`src/source/ntm_control_pkg.sv`:
```
`default_nettype none

package ntm_control_pkg;

  // Fixed 2x2 matrix, row-major
  localparam int MATRIX_ELEMENTS    = 4;
  localparam int ELEMENT_INDEX_SIZE = $clog2(MATRIX_ELEMENTS);

  typedef logic [ELEMENT_INDEX_SIZE-1:0] element_index_t;

  // Positions of a, b, c, d in the stream
  localparam element_index_t ELEM_A       = 2'd0;
  localparam element_index_t ELEM_B       = 2'd1;
  localparam element_index_t ELEM_C       = 2'd2;
  localparam element_index_t ELEM_D       = 2'd3;
  localparam element_index_t LAST_ELEMENT = element_index_t'(MATRIX_ELEMENTS - 1);

  // Controller steps, in run order
  typedef enum logic [3:0] {
    STARTER,
    LOAD,
    DET_MUL_AD,
    DET_MUL_BC,
    DET_SUB,
    EXP_SQUARE,
    EXP_MULTIPLY,
    ADJ_NEGATE,
    ADJ_SCALE,
    EMIT,
    ENDER
  } inversion_state_t;

endpackage : ntm_control_pkg

`default_nettype wire

```
`src/source/ntm_math_pkg.sv`:
```
`default_nettype none

package ntm_math_pkg;

  //////////////////////////////////////////////////////////////////////
  // Word widths
  //////////////////////////////////////////////////////////////////////

  // Residues and modulus share one width
  localparam int DATA_SIZE = 16;

  // Counts 0..DATA_SIZE for operand and exponent bits
  localparam int BIT_COUNT_SIZE = 5;

  typedef logic [DATA_SIZE-1:0]      data_word_t;
  typedef logic [BIT_COUNT_SIZE-1:0] bit_count_t;

  //////////////////////////////////////////////////////////////////////
  // Adder operation codes
  //////////////////////////////////////////////////////////////////////

  localparam logic ADDER_ADD = 1'b0;
  localparam logic ADDER_SUB = 1'b1;

endpackage : ntm_math_pkg

`default_nettype wire

```
`src/source/ntm_scalar_if.sv`:
```
`timescale 1ns/1ps
`default_nettype none

interface ntm_scalar_if
  import ntm_math_pkg::*;
  ();

  // Control
  logic start;
  logic ready;
  logic operation;

  // Data
  data_word_t modulo;
  data_word_t data_a;
  data_word_t data_b;
  data_word_t data_out;

  // Controller side, holds operands until ready
  modport master (
    output start,
    output operation,
    output modulo,
    output data_a,
    output data_b,
    input  ready,
    input  data_out
  );

  // Operator side
  modport slave (
    input  start,
    input  operation,
    input  modulo,
    input  data_a,
    input  data_b,
    output ready,
    output data_out
  );

endinterface : ntm_scalar_if

`default_nettype wire

```
`src/source/ntm_matrix_inversion.sv`:
```
`timescale 1ns/1ps
`default_nettype none

module ntm_matrix_inversion
  import ntm_math_pkg::*;
  import ntm_control_pkg::*;
  (
    input  logic       CLK,
    input  logic       RST,

    input  logic       START,
    output logic       READY,

    input  logic       DATA_IN_I_ENABLE,
    input  logic       DATA_IN_J_ENABLE,
    output logic       DATA_OUT_I_ENABLE,
    output logic       DATA_OUT_J_ENABLE,

    input  data_word_t MODULO_IN,
    input  data_word_t DATA_IN,
    output data_word_t DATA_OUT
  );

  //////////////////////////////////////////////////////////////////////
  // Signals
  //////////////////////////////////////////////////////////////////////

  inversion_state_t state;
  logic             pending;      // operator started and waiting on ready
  element_index_t   index;
  bit_count_t       exp_bit;

  // Element buffers
  data_word_t elements [MATRIX_ELEMENTS];
  data_word_t adjugate [MATRIX_ELEMENTS];   // d, -b, -c, a
  data_word_t result   [MATRIX_ELEMENTS];

  data_word_t modulo_reg;
  data_word_t exponent;
  data_word_t exponent_shifted;
  logic       exponent_bit;
  data_word_t product_ad;
  data_word_t product_bc;
  data_word_t det;
  data_word_t power;          // running power that ends as det^-1

  logic uses_adder;
  logic uses_multiplier;
  logic op_done;

  ntm_scalar_if adder_bus ();
  ntm_scalar_if multiplier_bus ();

  // Scalar operators
  ntm_scalar_adder scalar_adder (
    .CLK (CLK),
    .RST (RST),
    .bus (adder_bus)
  );

  ntm_scalar_multiplier scalar_multiplier (
    .CLK (CLK),
    .RST (RST),
    .bus (multiplier_bus)
  );

  //////////////////////////////////////////////////////////////////////
  // Operator requests
  //////////////////////////////////////////////////////////////////////

  assign uses_adder      = (state == DET_SUB) || (state == ADJ_NEGATE);
  assign uses_multiplier = (state == DET_MUL_AD) || (state == DET_MUL_BC) ||
                           (state == EXP_SQUARE) || (state == EXP_MULTIPLY) ||
                           (state == ADJ_SCALE);
  assign op_done = pending && (adder_bus.ready || multiplier_bus.ready);

  // Exponent walked MSB first
  assign exponent_shifted = exponent >> exp_bit;
  assign exponent_bit     = exponent_shifted[0];

  // Operands follow the state and hold until ready
  always_comb begin
    adder_bus.modulo    = modulo_reg;
    adder_bus.operation = ADDER_SUB;      // det and negation both subtract
    adder_bus.data_a    = '0;
    adder_bus.data_b    = '0;
    if (state == DET_SUB) begin
      adder_bus.data_a = product_ad;
      adder_bus.data_b = product_bc;
    end else if (state == ADJ_NEGATE) begin
      // 0 - b, 0 - c
      adder_bus.data_b = elements[index];
    end

    multiplier_bus.modulo    = modulo_reg;
    multiplier_bus.operation = ADDER_ADD; // not looked at
    case (state)
      DET_MUL_AD: begin
        multiplier_bus.data_a = elements[ELEM_A];
        multiplier_bus.data_b = elements[ELEM_D];
      end
      DET_MUL_BC: begin
        multiplier_bus.data_a = elements[ELEM_B];
        multiplier_bus.data_b = elements[ELEM_C];
      end
      EXP_SQUARE: begin
        multiplier_bus.data_a = power;
        multiplier_bus.data_b = power;
      end
      EXP_MULTIPLY: begin
        multiplier_bus.data_a = power;
        multiplier_bus.data_b = det;
      end
      ADJ_SCALE: begin
        multiplier_bus.data_a = power;
        multiplier_bus.data_b = adjugate[index];
      end
      default: begin
        multiplier_bus.data_a = '0;
        multiplier_bus.data_b = '0;
      end
    endcase
  end

  //////////////////////////////////////////////////////////////////////
  // Controller
  //////////////////////////////////////////////////////////////////////

  always_ff @(posedge CLK or posedge RST) begin
    if (RST) begin
      state                <= STARTER;
      pending              <= 1'b0;
      index                <= '0;
      exp_bit              <= '0;
      adder_bus.start      <= 1'b0;
      multiplier_bus.start <= 1'b0;
      READY                <= 1'b0;
      DATA_OUT_I_ENABLE    <= 1'b0;
      DATA_OUT_J_ENABLE    <= 1'b0;
      DATA_OUT             <= '0;
    end else begin
      adder_bus.start      <= 1'b0;
      multiplier_bus.start <= 1'b0;
      READY                <= 1'b0;
      DATA_OUT_I_ENABLE    <= 1'b0;
      DATA_OUT_J_ENABLE    <= 1'b0;

      // One start pulse per operation state visit
      if ((uses_adder || uses_multiplier) && !pending) begin
        adder_bus.start      <= uses_adder;
        multiplier_bus.start <= uses_multiplier;
        pending              <= 1'b1;
      end
      if (op_done) begin
        pending <= 1'b0;
      end

      case (state)
        STARTER: begin
          if (START) begin
            index <= ELEM_A;
            state <= LOAD;
          end
        end
        LOAD: begin
          if (DATA_IN_J_ENABLE) begin
            if (index == LAST_ELEMENT) begin
              state <= DET_MUL_AD;
            end else begin
              index <= index + 1'b1;
            end
          end
        end
        DET_MUL_AD: if (op_done) state <= DET_MUL_BC;
        DET_MUL_BC: if (op_done) state <= DET_SUB;
        DET_SUB: begin
          if (op_done) begin
            exp_bit <= bit_count_t'(DATA_SIZE - 1);
            state   <= EXP_SQUARE;
          end
        end
        EXP_SQUARE: begin
          if (op_done) begin
            if (exponent_bit) begin
              state <= EXP_MULTIPLY;
            end else if (exp_bit == '0) begin
              index <= ELEM_B;
              state <= ADJ_NEGATE;
            end else begin
              exp_bit <= exp_bit - 1'b1;
            end
          end
        end
        EXP_MULTIPLY: begin
          if (op_done) begin
            if (exp_bit == '0) begin
              index <= ELEM_B;
              state <= ADJ_NEGATE;
            end else begin
              exp_bit <= exp_bit - 1'b1;
              state   <= EXP_SQUARE;
            end
          end
        end
        ADJ_NEGATE: begin
          if (op_done) begin
            if (index == ELEM_C) begin
              index <= ELEM_A;
              state <= ADJ_SCALE;
            end else begin
              index <= ELEM_C;
            end
          end
        end
        ADJ_SCALE: begin
          if (op_done) begin
            if (index == LAST_ELEMENT) begin
              index <= ELEM_A;
              state <= EMIT;
            end else begin
              index <= index + 1'b1;
            end
          end
        end
        EMIT: begin
          // Row starts on even elements
          DATA_OUT          <= result[index];
          DATA_OUT_J_ENABLE <= 1'b1;
          DATA_OUT_I_ENABLE <= ~index[0];
          if (index == LAST_ELEMENT) begin
            state <= ENDER;
          end else begin
            index <= index + 1'b1;
          end
        end
        ENDER: begin
          READY <= 1'b1;
          state <= STARTER;
        end
        default: state <= STARTER;
      endcase
    end
  end

  //////////////////////////////////////////////////////////////////////
  // Datapath captures
  //////////////////////////////////////////////////////////////////////

  always_ff @(posedge CLK) begin
    if (state == STARTER && START) begin
      modulo_reg <= MODULO_IN;
      exponent   <= MODULO_IN - data_word_t'(2);   // Fermat
    end
    if (state == LOAD && DATA_IN_J_ENABLE) begin
      elements[index] <= DATA_IN;
      // Diagonal swaps straight into the adjugate
      if (index == ELEM_A) adjugate[ELEM_D] <= DATA_IN;
      if (index == ELEM_D) adjugate[ELEM_A] <= DATA_IN;
    end
    if (multiplier_bus.ready) begin
      case (state)
        DET_MUL_AD:               product_ad    <= multiplier_bus.data_out;
        DET_MUL_BC:               product_bc    <= multiplier_bus.data_out;
        EXP_SQUARE, EXP_MULTIPLY: power         <= multiplier_bus.data_out;
        ADJ_SCALE:                result[index] <= multiplier_bus.data_out;
        default: ;
      endcase
    end
    if (adder_bus.ready) begin
      if (state == DET_SUB) begin
        det   <= adder_bus.data_out;
        power <= data_word_t'(1);
      end else if (state == ADJ_NEGATE) begin
        adjugate[index] <= adder_bus.data_out;
      end
    end
  end

  assert property (@(posedge CLK) disable iff (RST) START |-> state == STARTER)
    else $error("START while a run is in progress");

  assert property (@(posedge CLK) disable iff (RST)
    (DATA_IN_I_ENABLE || DATA_IN_J_ENABLE) |-> state == LOAD)
    else $error("input element outside LOAD");

  assert property (@(posedge CLK) disable iff (RST) DATA_IN_I_ENABLE |-> DATA_IN_J_ENABLE)
    else $error("row strobe without element strobe");

endmodule : ntm_matrix_inversion

`default_nettype wire

```
`src/source/ntm_scalar_adder.sv`:
```
`timescale 1ns/1ps
`default_nettype none

module ntm_scalar_adder
  import ntm_math_pkg::*;
  (
    input logic CLK,
    input logic RST,

    ntm_scalar_if.slave bus
  );

  // One extra bit for carry and borrow
  logic [DATA_SIZE:0] sum;
  logic [DATA_SIZE:0] diff;
  logic [DATA_SIZE:0] wrapped;

  always_comb begin
    sum  = {1'b0, bus.data_a} + {1'b0, bus.data_b};
    diff = {1'b0, bus.data_a} - {1'b0, bus.data_b};
    if (bus.operation == ADDER_ADD) begin
      // Sum below 2*modulo, one subtraction is enough
      wrapped = (sum >= {1'b0, bus.modulo}) ? sum - {1'b0, bus.modulo} : sum;
    end else begin
      // Top bit set means borrow
      wrapped = diff[DATA_SIZE] ? diff + {1'b0, bus.modulo} : diff;
    end
  end

  // Ready one cycle after start
  always_ff @(posedge CLK or posedge RST) begin
    if (RST) begin
      bus.ready <= 1'b0;
    end else begin
      bus.ready <= bus.start;
    end
  end

  always_ff @(posedge CLK) begin
    if (bus.start) begin
      bus.data_out <= wrapped[DATA_SIZE-1:0];
    end
  end

  // Result stays a residue
  assert property (@(posedge CLK) disable iff (RST)
    bus.ready |-> bus.data_out < bus.modulo)
    else $error("adder result not below modulus");

endmodule : ntm_scalar_adder

`default_nettype wire

```
`src/source/ntm_scalar_multiplier.sv`:
```
`timescale 1ns/1ps
`default_nettype none

module ntm_scalar_multiplier
  import ntm_math_pkg::*;
  (
    input logic CLK,
    input logic RST,

    ntm_scalar_if.slave bus
  );

  //////////////////////////////////////////////////////////////////////
  // Step datapath
  //////////////////////////////////////////////////////////////////////

  logic       busy;
  bit_count_t count;        // steps still to run
  bit_count_t bit_index;
  data_word_t acc;
  data_word_t acc_base;
  data_word_t operand_shifted;
  data_word_t step_result;
  logic       step_bit;

  logic [DATA_SIZE:0] doubled;
  logic [DATA_SIZE:0] doubled_red;
  logic [DATA_SIZE:0] summed;
  logic [DATA_SIZE:0] summed_red;

  always_comb begin
    // First step runs in the start cycle from zero, MSB of data_b
    acc_base  = busy ? acc : '0;
    bit_index = busy ? count - 1'b1 : bit_count_t'(DATA_SIZE - 1);

    operand_shifted = bus.data_b >> bit_index;
    step_bit        = operand_shifted[0];

    // acc = 2*acc mod m
    doubled     = {acc_base, 1'b0};
    doubled_red = (doubled >= {1'b0, bus.modulo}) ? doubled - {1'b0, bus.modulo} : doubled;

    // acc += a mod m when the bit is set
    summed     = doubled_red + (step_bit ? {1'b0, bus.data_a} : '0);
    summed_red = (summed >= {1'b0, bus.modulo}) ? summed - {1'b0, bus.modulo} : summed;

    step_result = summed_red[DATA_SIZE-1:0];
  end

  //////////////////////////////////////////////////////////////////////
  // Sequencing
  //////////////////////////////////////////////////////////////////////

  // Start: step 1, then 15 more, then one cycle to publish
  always_ff @(posedge CLK or posedge RST) begin
    if (RST) begin
      busy      <= 1'b0;
      count     <= '0;
      bus.ready <= 1'b0;
    end else begin
      bus.ready <= 1'b0;
      if (bus.start) begin
        busy  <= 1'b1;
        count <= bit_count_t'(DATA_SIZE - 1);
      end else if (busy) begin
        if (count == '0) begin
          busy      <= 1'b0;
          bus.ready <= 1'b1;
        end else begin
          count <= count - 1'b1;
        end
      end
    end
  end

  always_ff @(posedge CLK) begin
    if (bus.start || (busy && count != '0)) begin
      acc <= step_result;
    end
    // Final cycle
    if (busy && count == '0) begin
      bus.data_out <= acc;
    end
  end

  assert property (@(posedge CLK) disable iff (RST) bus.ready |=> !bus.ready)
    else $error("multiplier ready longer than one cycle");

  // Controller waits for ready before the next start
  assert property (@(posedge CLK) disable iff (RST) bus.start |-> !busy)
    else $error("multiplier started while busy");

endmodule : ntm_scalar_multiplier

`default_nettype wire

```
`config.mk`:
```
export PLATFORM = sky130hd
export DESIGN_NAME = ntm_matrix_inversion
export DESIGN_NICKNAME = d
export VERILOG_FILES = /design/src/source/ntm_control_pkg.sv /design/src/source/ntm_math_pkg.sv /design/src/source/ntm_scalar_if.sv /design/src/source/ntm_matrix_inversion.sv /design/src/source/ntm_scalar_adder.sv /design/src/source/ntm_scalar_multiplier.sv
export SDC_FILE = /design/constraint.sdc
export NUM_CORES = 1
export LEC_CHECK = 0
export ABC_AREA = 1
export BUFFER_PORTS_ARGS = -buffer_cell sky130_fd_sc_hd__clkbuf_2
export CELL_PAD_IN_SITES_DETAIL_PLACEMENT = 0
export CELL_PAD_IN_SITES_GLOBAL_PLACEMENT = 2
export CORE_MARGIN = 3
export CORE_UTILIZATION = 40
export CTS_CLUSTER_DIAMETER = 100
export CTS_CLUSTER_SIZE = 30
export DETAILED_ROUTE_END_ITERATION = 6
export HOLD_SLACK_MARGIN = 0.02
export PLACE_DENSITY = 0.87
export SLEW_MARGIN = 40
export SYNTH_ARGS = -nofsm -noshare
export SYNTH_HDL_FRONTEND = slang
export SYNTH_SLANG_ARGS = --single-unit
```
`constraint.sdc`:
```
create_clock -name CLK -period 6.7 [get_ports CLK]
set_input_delay 1.34 -clock CLK [delete_from_list [all_inputs] [get_ports CLK]]
set_output_delay 1.34 -clock CLK [all_outputs]
set_load 0.05 [all_outputs]
```
==> impl_metrics.json <==
{
  "outcome": "finished clean",
  "finalInstanceArea_um2": 22220,
  "synth_edf_count": 319,
  "worstMarginPinSlew_ns": 0.8886,
  "reg.largest.list": "adjugate (64), elements (64), result (64)",
  "start_kind": "flop",
  "yosys.cell_types.count": 53,
  "slowest_delay_ns": 0.72,
  "final_cell_mix": "nand2_1, edfxtp_1, nor2_1, inv_1, o21ai_0",
  "first_iter_violations": 1319,
  "dpl.hpwl_um": 44840,
  "portBuffers": 54,
  "worstSetupPathType": "reg2reg",
  "grt_pass1_vias": 14979,
  "drt_wl_total_um": 59910,
  "synth_warnings": 0,
  "critical-path-top-delay-family": "simple AND/OR/NAND/NOR gates",
  "syn_inst": 2210,
  "critPathLaunch": "state[1]$_DFFE_PP0P_",
  "syn_area_per_cell_um2": 9.238,
  "die-area_um2": 53790,
  "rows": 82,
  "cts.sinks": 376,
  "route.vias.total": 15435,
  "maxSlewHeadroom_pct": 40.70,
  "syn-num-nets": 2338,
  "nFillCells": 4963,
  "dp_cells": 2906,
  "grt_start_max_net_pins": 89,
  "grt_first_pass_wirelength_um": 90840,
  "min_delay_path_depth": 0,
  "slowest_stage": "nor2_2",
  "maxCapViolations": 0,
  "hp-start": "scalar_multiplier.acc[0]$_DFFE_PP_",
  "skew_ns": 0.03221,
  "path_clk_slew_ns": 0.11,
  "antenna_cells": 0,
  "cts_tree": "built",
  "p_per_area_nw_per_um2": 178.7,
  "synthFlopType": "edfxtp_1",
  "grtUsageTotal_pct": 22.22,
  "die_y_um": 231.9,
  "ys_async_sr_fraction_pct": 10.90,
  "gr-total-overflow": 0,
  "ir_drop_v": 0.0001332,
  "ys_ff_latch": 376,
  "drive_above_1_share_pct": 9.837,
  "layout_commonest_cell": "nand2_1",
  "timing.rr.end": "scalar_multiplier.acc[15]$_DFFE_PP_",
  "area_delta_synth_final_pct": 8.819,
  "r2r_cells": 30,
  "hold_class": "reg2reg",
  "leakage_nw": 9.448,
  "finalHoldViolCount": 0,
  "viasPerCell": 5.252,
  "syn_area_um2": 20420,
  "stdcell_count": 2939,
  "worst-path-max-fanout": 16,
  "period_needed_ns": 6.145,
  "slew_violations": 0,
  "min_to": "scalar_multiplier.bus.data_out[0]$_DFFE_PP_",
  "worst_hold_slack_ns": 0.4501,
  "finalCritPeriodShare_pct": 91.72,
  "reg2reg_from": "state[1]$_DFFE_PP0P_",
  "end_kind": "flop",
  "nets": 2383,
  "setup_violations": 0,
  "cts_root_buf": "clkbuf_16",
  "drt-pass1-iter-count": 5,
  "antenna_left": 0,
  "clkLatencyLatePin_ns": 0.56,
  "crit_top_cell": "nand2_1",
  "cts_buffers": 18,
  "die_w_um": 231.9,
  "yosysSeqAreaShare_pct": 53.51,
  "htree_num_levels": 1,
  "grt_setup_unrepaired": "false",
  "initial_utilization_pct": 40.61,
  "ctsHoldBuffers": 0,
  "required_ns": 6.99,
  "gp_congestion": 0.9132,
  "ioPinCount": 56,
  "r2r_slack_ns": 0.55,
  "critPathBufInv": 2,
  "arrival_ns": 6.44,
  "core_um2": 50270,
  "antenna_found_initial": 2,
  "drc": 0,
  "postPlaceCellArea_um2": 21560,
  "wl_per_cell_um": 20.38,
  "fmax_ghz": 0.1627,
  "cts_buffer_depth": 3,
  "setup_tns_ns": 0
}
[cells by family (layout without fill, tap and decap cells)]
| logic type | after synthesis | in the layout | share of synthesized area (%) |
|---|---|---|---|
| DFF | 376 | 376 | 53.51 |
| AOI/OAI and AO/OA | 373 | 373 | 10.59 |
| xor gates and xnor gates | 74 | 74 | 3.175 |
| adders and majority gates | 91 | 91 | 5.761 |
| buffers and inverters | 306 | 363 | 5.988 |
| and+or+nand+nor | 990 | 990 | 20.97 |
[stage by stage]
stage / setup WS [ns] / power, mW / utilization (%)
global route: 0.06722 / 4.091 / 44.19
finish: 0.5548 / 3.970 / 44.19
detailed placement: 0.5577 / 2.619 / 42.88
floorplan: 1.325 / 2.586 / -
CTS: 0.5190 / 4.003 / 44.13
global placement: 0.6105 / 2.617 / 42.79
[cell type report]
class | instances | area [µm²] | area share (%)
Sequential cell | 376 | 10930 | 49.20
Multi-Input combinational cell | 1528 | 8318 | 37.44
Inverter | 236 | 885.9 | 3.987
Tap cell | 672 | 840.8 | 3.785
Timing Repair Buffer | 95 | 609.3 | 2.743
Clock buffer | 25 | 519.2 | 2.337
Clock inverter | 7 | 112.6 | 0.5069
[layer usage]
layer / track usage (%) / vias to the layer above / share of wire [%]
li1: - / 7569 / -
met1: 31.29 / 7394 / 46
met2: 36.68 / 392 / 47
met3: 2.269 / 80 / 4.9
met4: 6.061 / 0 / 2.8
met5: 0 / - / 0
[cells in the mapped netlist, types with 18 or more instances]
| cell | count | area [µm²] |
|---|---|---|
| ha_1 | 86 | 1076 |
| edfxtp_1 | 319 | 9579 |
| inv_1 | 221 | 829.6 |
| nand4_1 | 27 | 168.9 |
| a21oi_1 | 101 | 505.5 |
| nor2_1 | 281 | 1055 |
| nand3_1 | 109 | 545.5 |
| nand2_2 | 24 | 150.1 |
| nor3_1 | 18 | 90.09 |
| xor2_1 | 50 | 437.9 |
| a31oi_1 | 24 | 150.1 |
| dfrtp_1 | 41 | 1026 |
| buf_2 | 24 | 120.1 |
| nand2_1 | 481 | 1805 |
| o21ai_0 | 166 | 830.8 |
| a32o_1 | 29 | 290.3 |
| clkbuf_1 | 30 | 112.6 |
| xnor2_1 | 24 | 210.2 |
[worst max-delay path by stage]
stage / to / slack, ns / cells after the start
2_1_floorplan: scalar_multiplier.acc[14]$_DFFE_PP_ / 1.32 / 33
3_3_place_gp: scalar_multiplier.acc[15]$_DFFE_PP_ / 0.61 / 31
3_5_place_dp: scalar_multiplier.acc[15]$_DFFE_PP_ / 0.56 / 31
4_1_cts: scalar_multiplier.acc[15]$_DFFE_PP_ / 0.52 / 31
5_1_grt: scalar_multiplier.acc[15]$_DFFE_PP_ / 0.07 / 30
6_report: scalar_multiplier.acc[15]$_DFFE_PP_ / 0.55 / 30
[repair_timing]
item	CTS	global route
buffers inserted	0	1
setup endpoints to repair	0	16
resized for setup	0	1
[power by group]
| part | switching [mW] | total [mW] | internal (mW) | leakage (nW) |
|---|---|---|---|---|
| clock | 0.789 | 1.41 | 0.616 | 0.305 |
| combinational | 0.0345 | 0.0477 | 0.0132 | 5.56 |
| sequential | 0 | 2.52 | 2.52 | 3.58 |
| total | 0.823 | 3.97 | 3.15 | 9.45 |
Note: power is estimated with default switching activity, not from simulation.
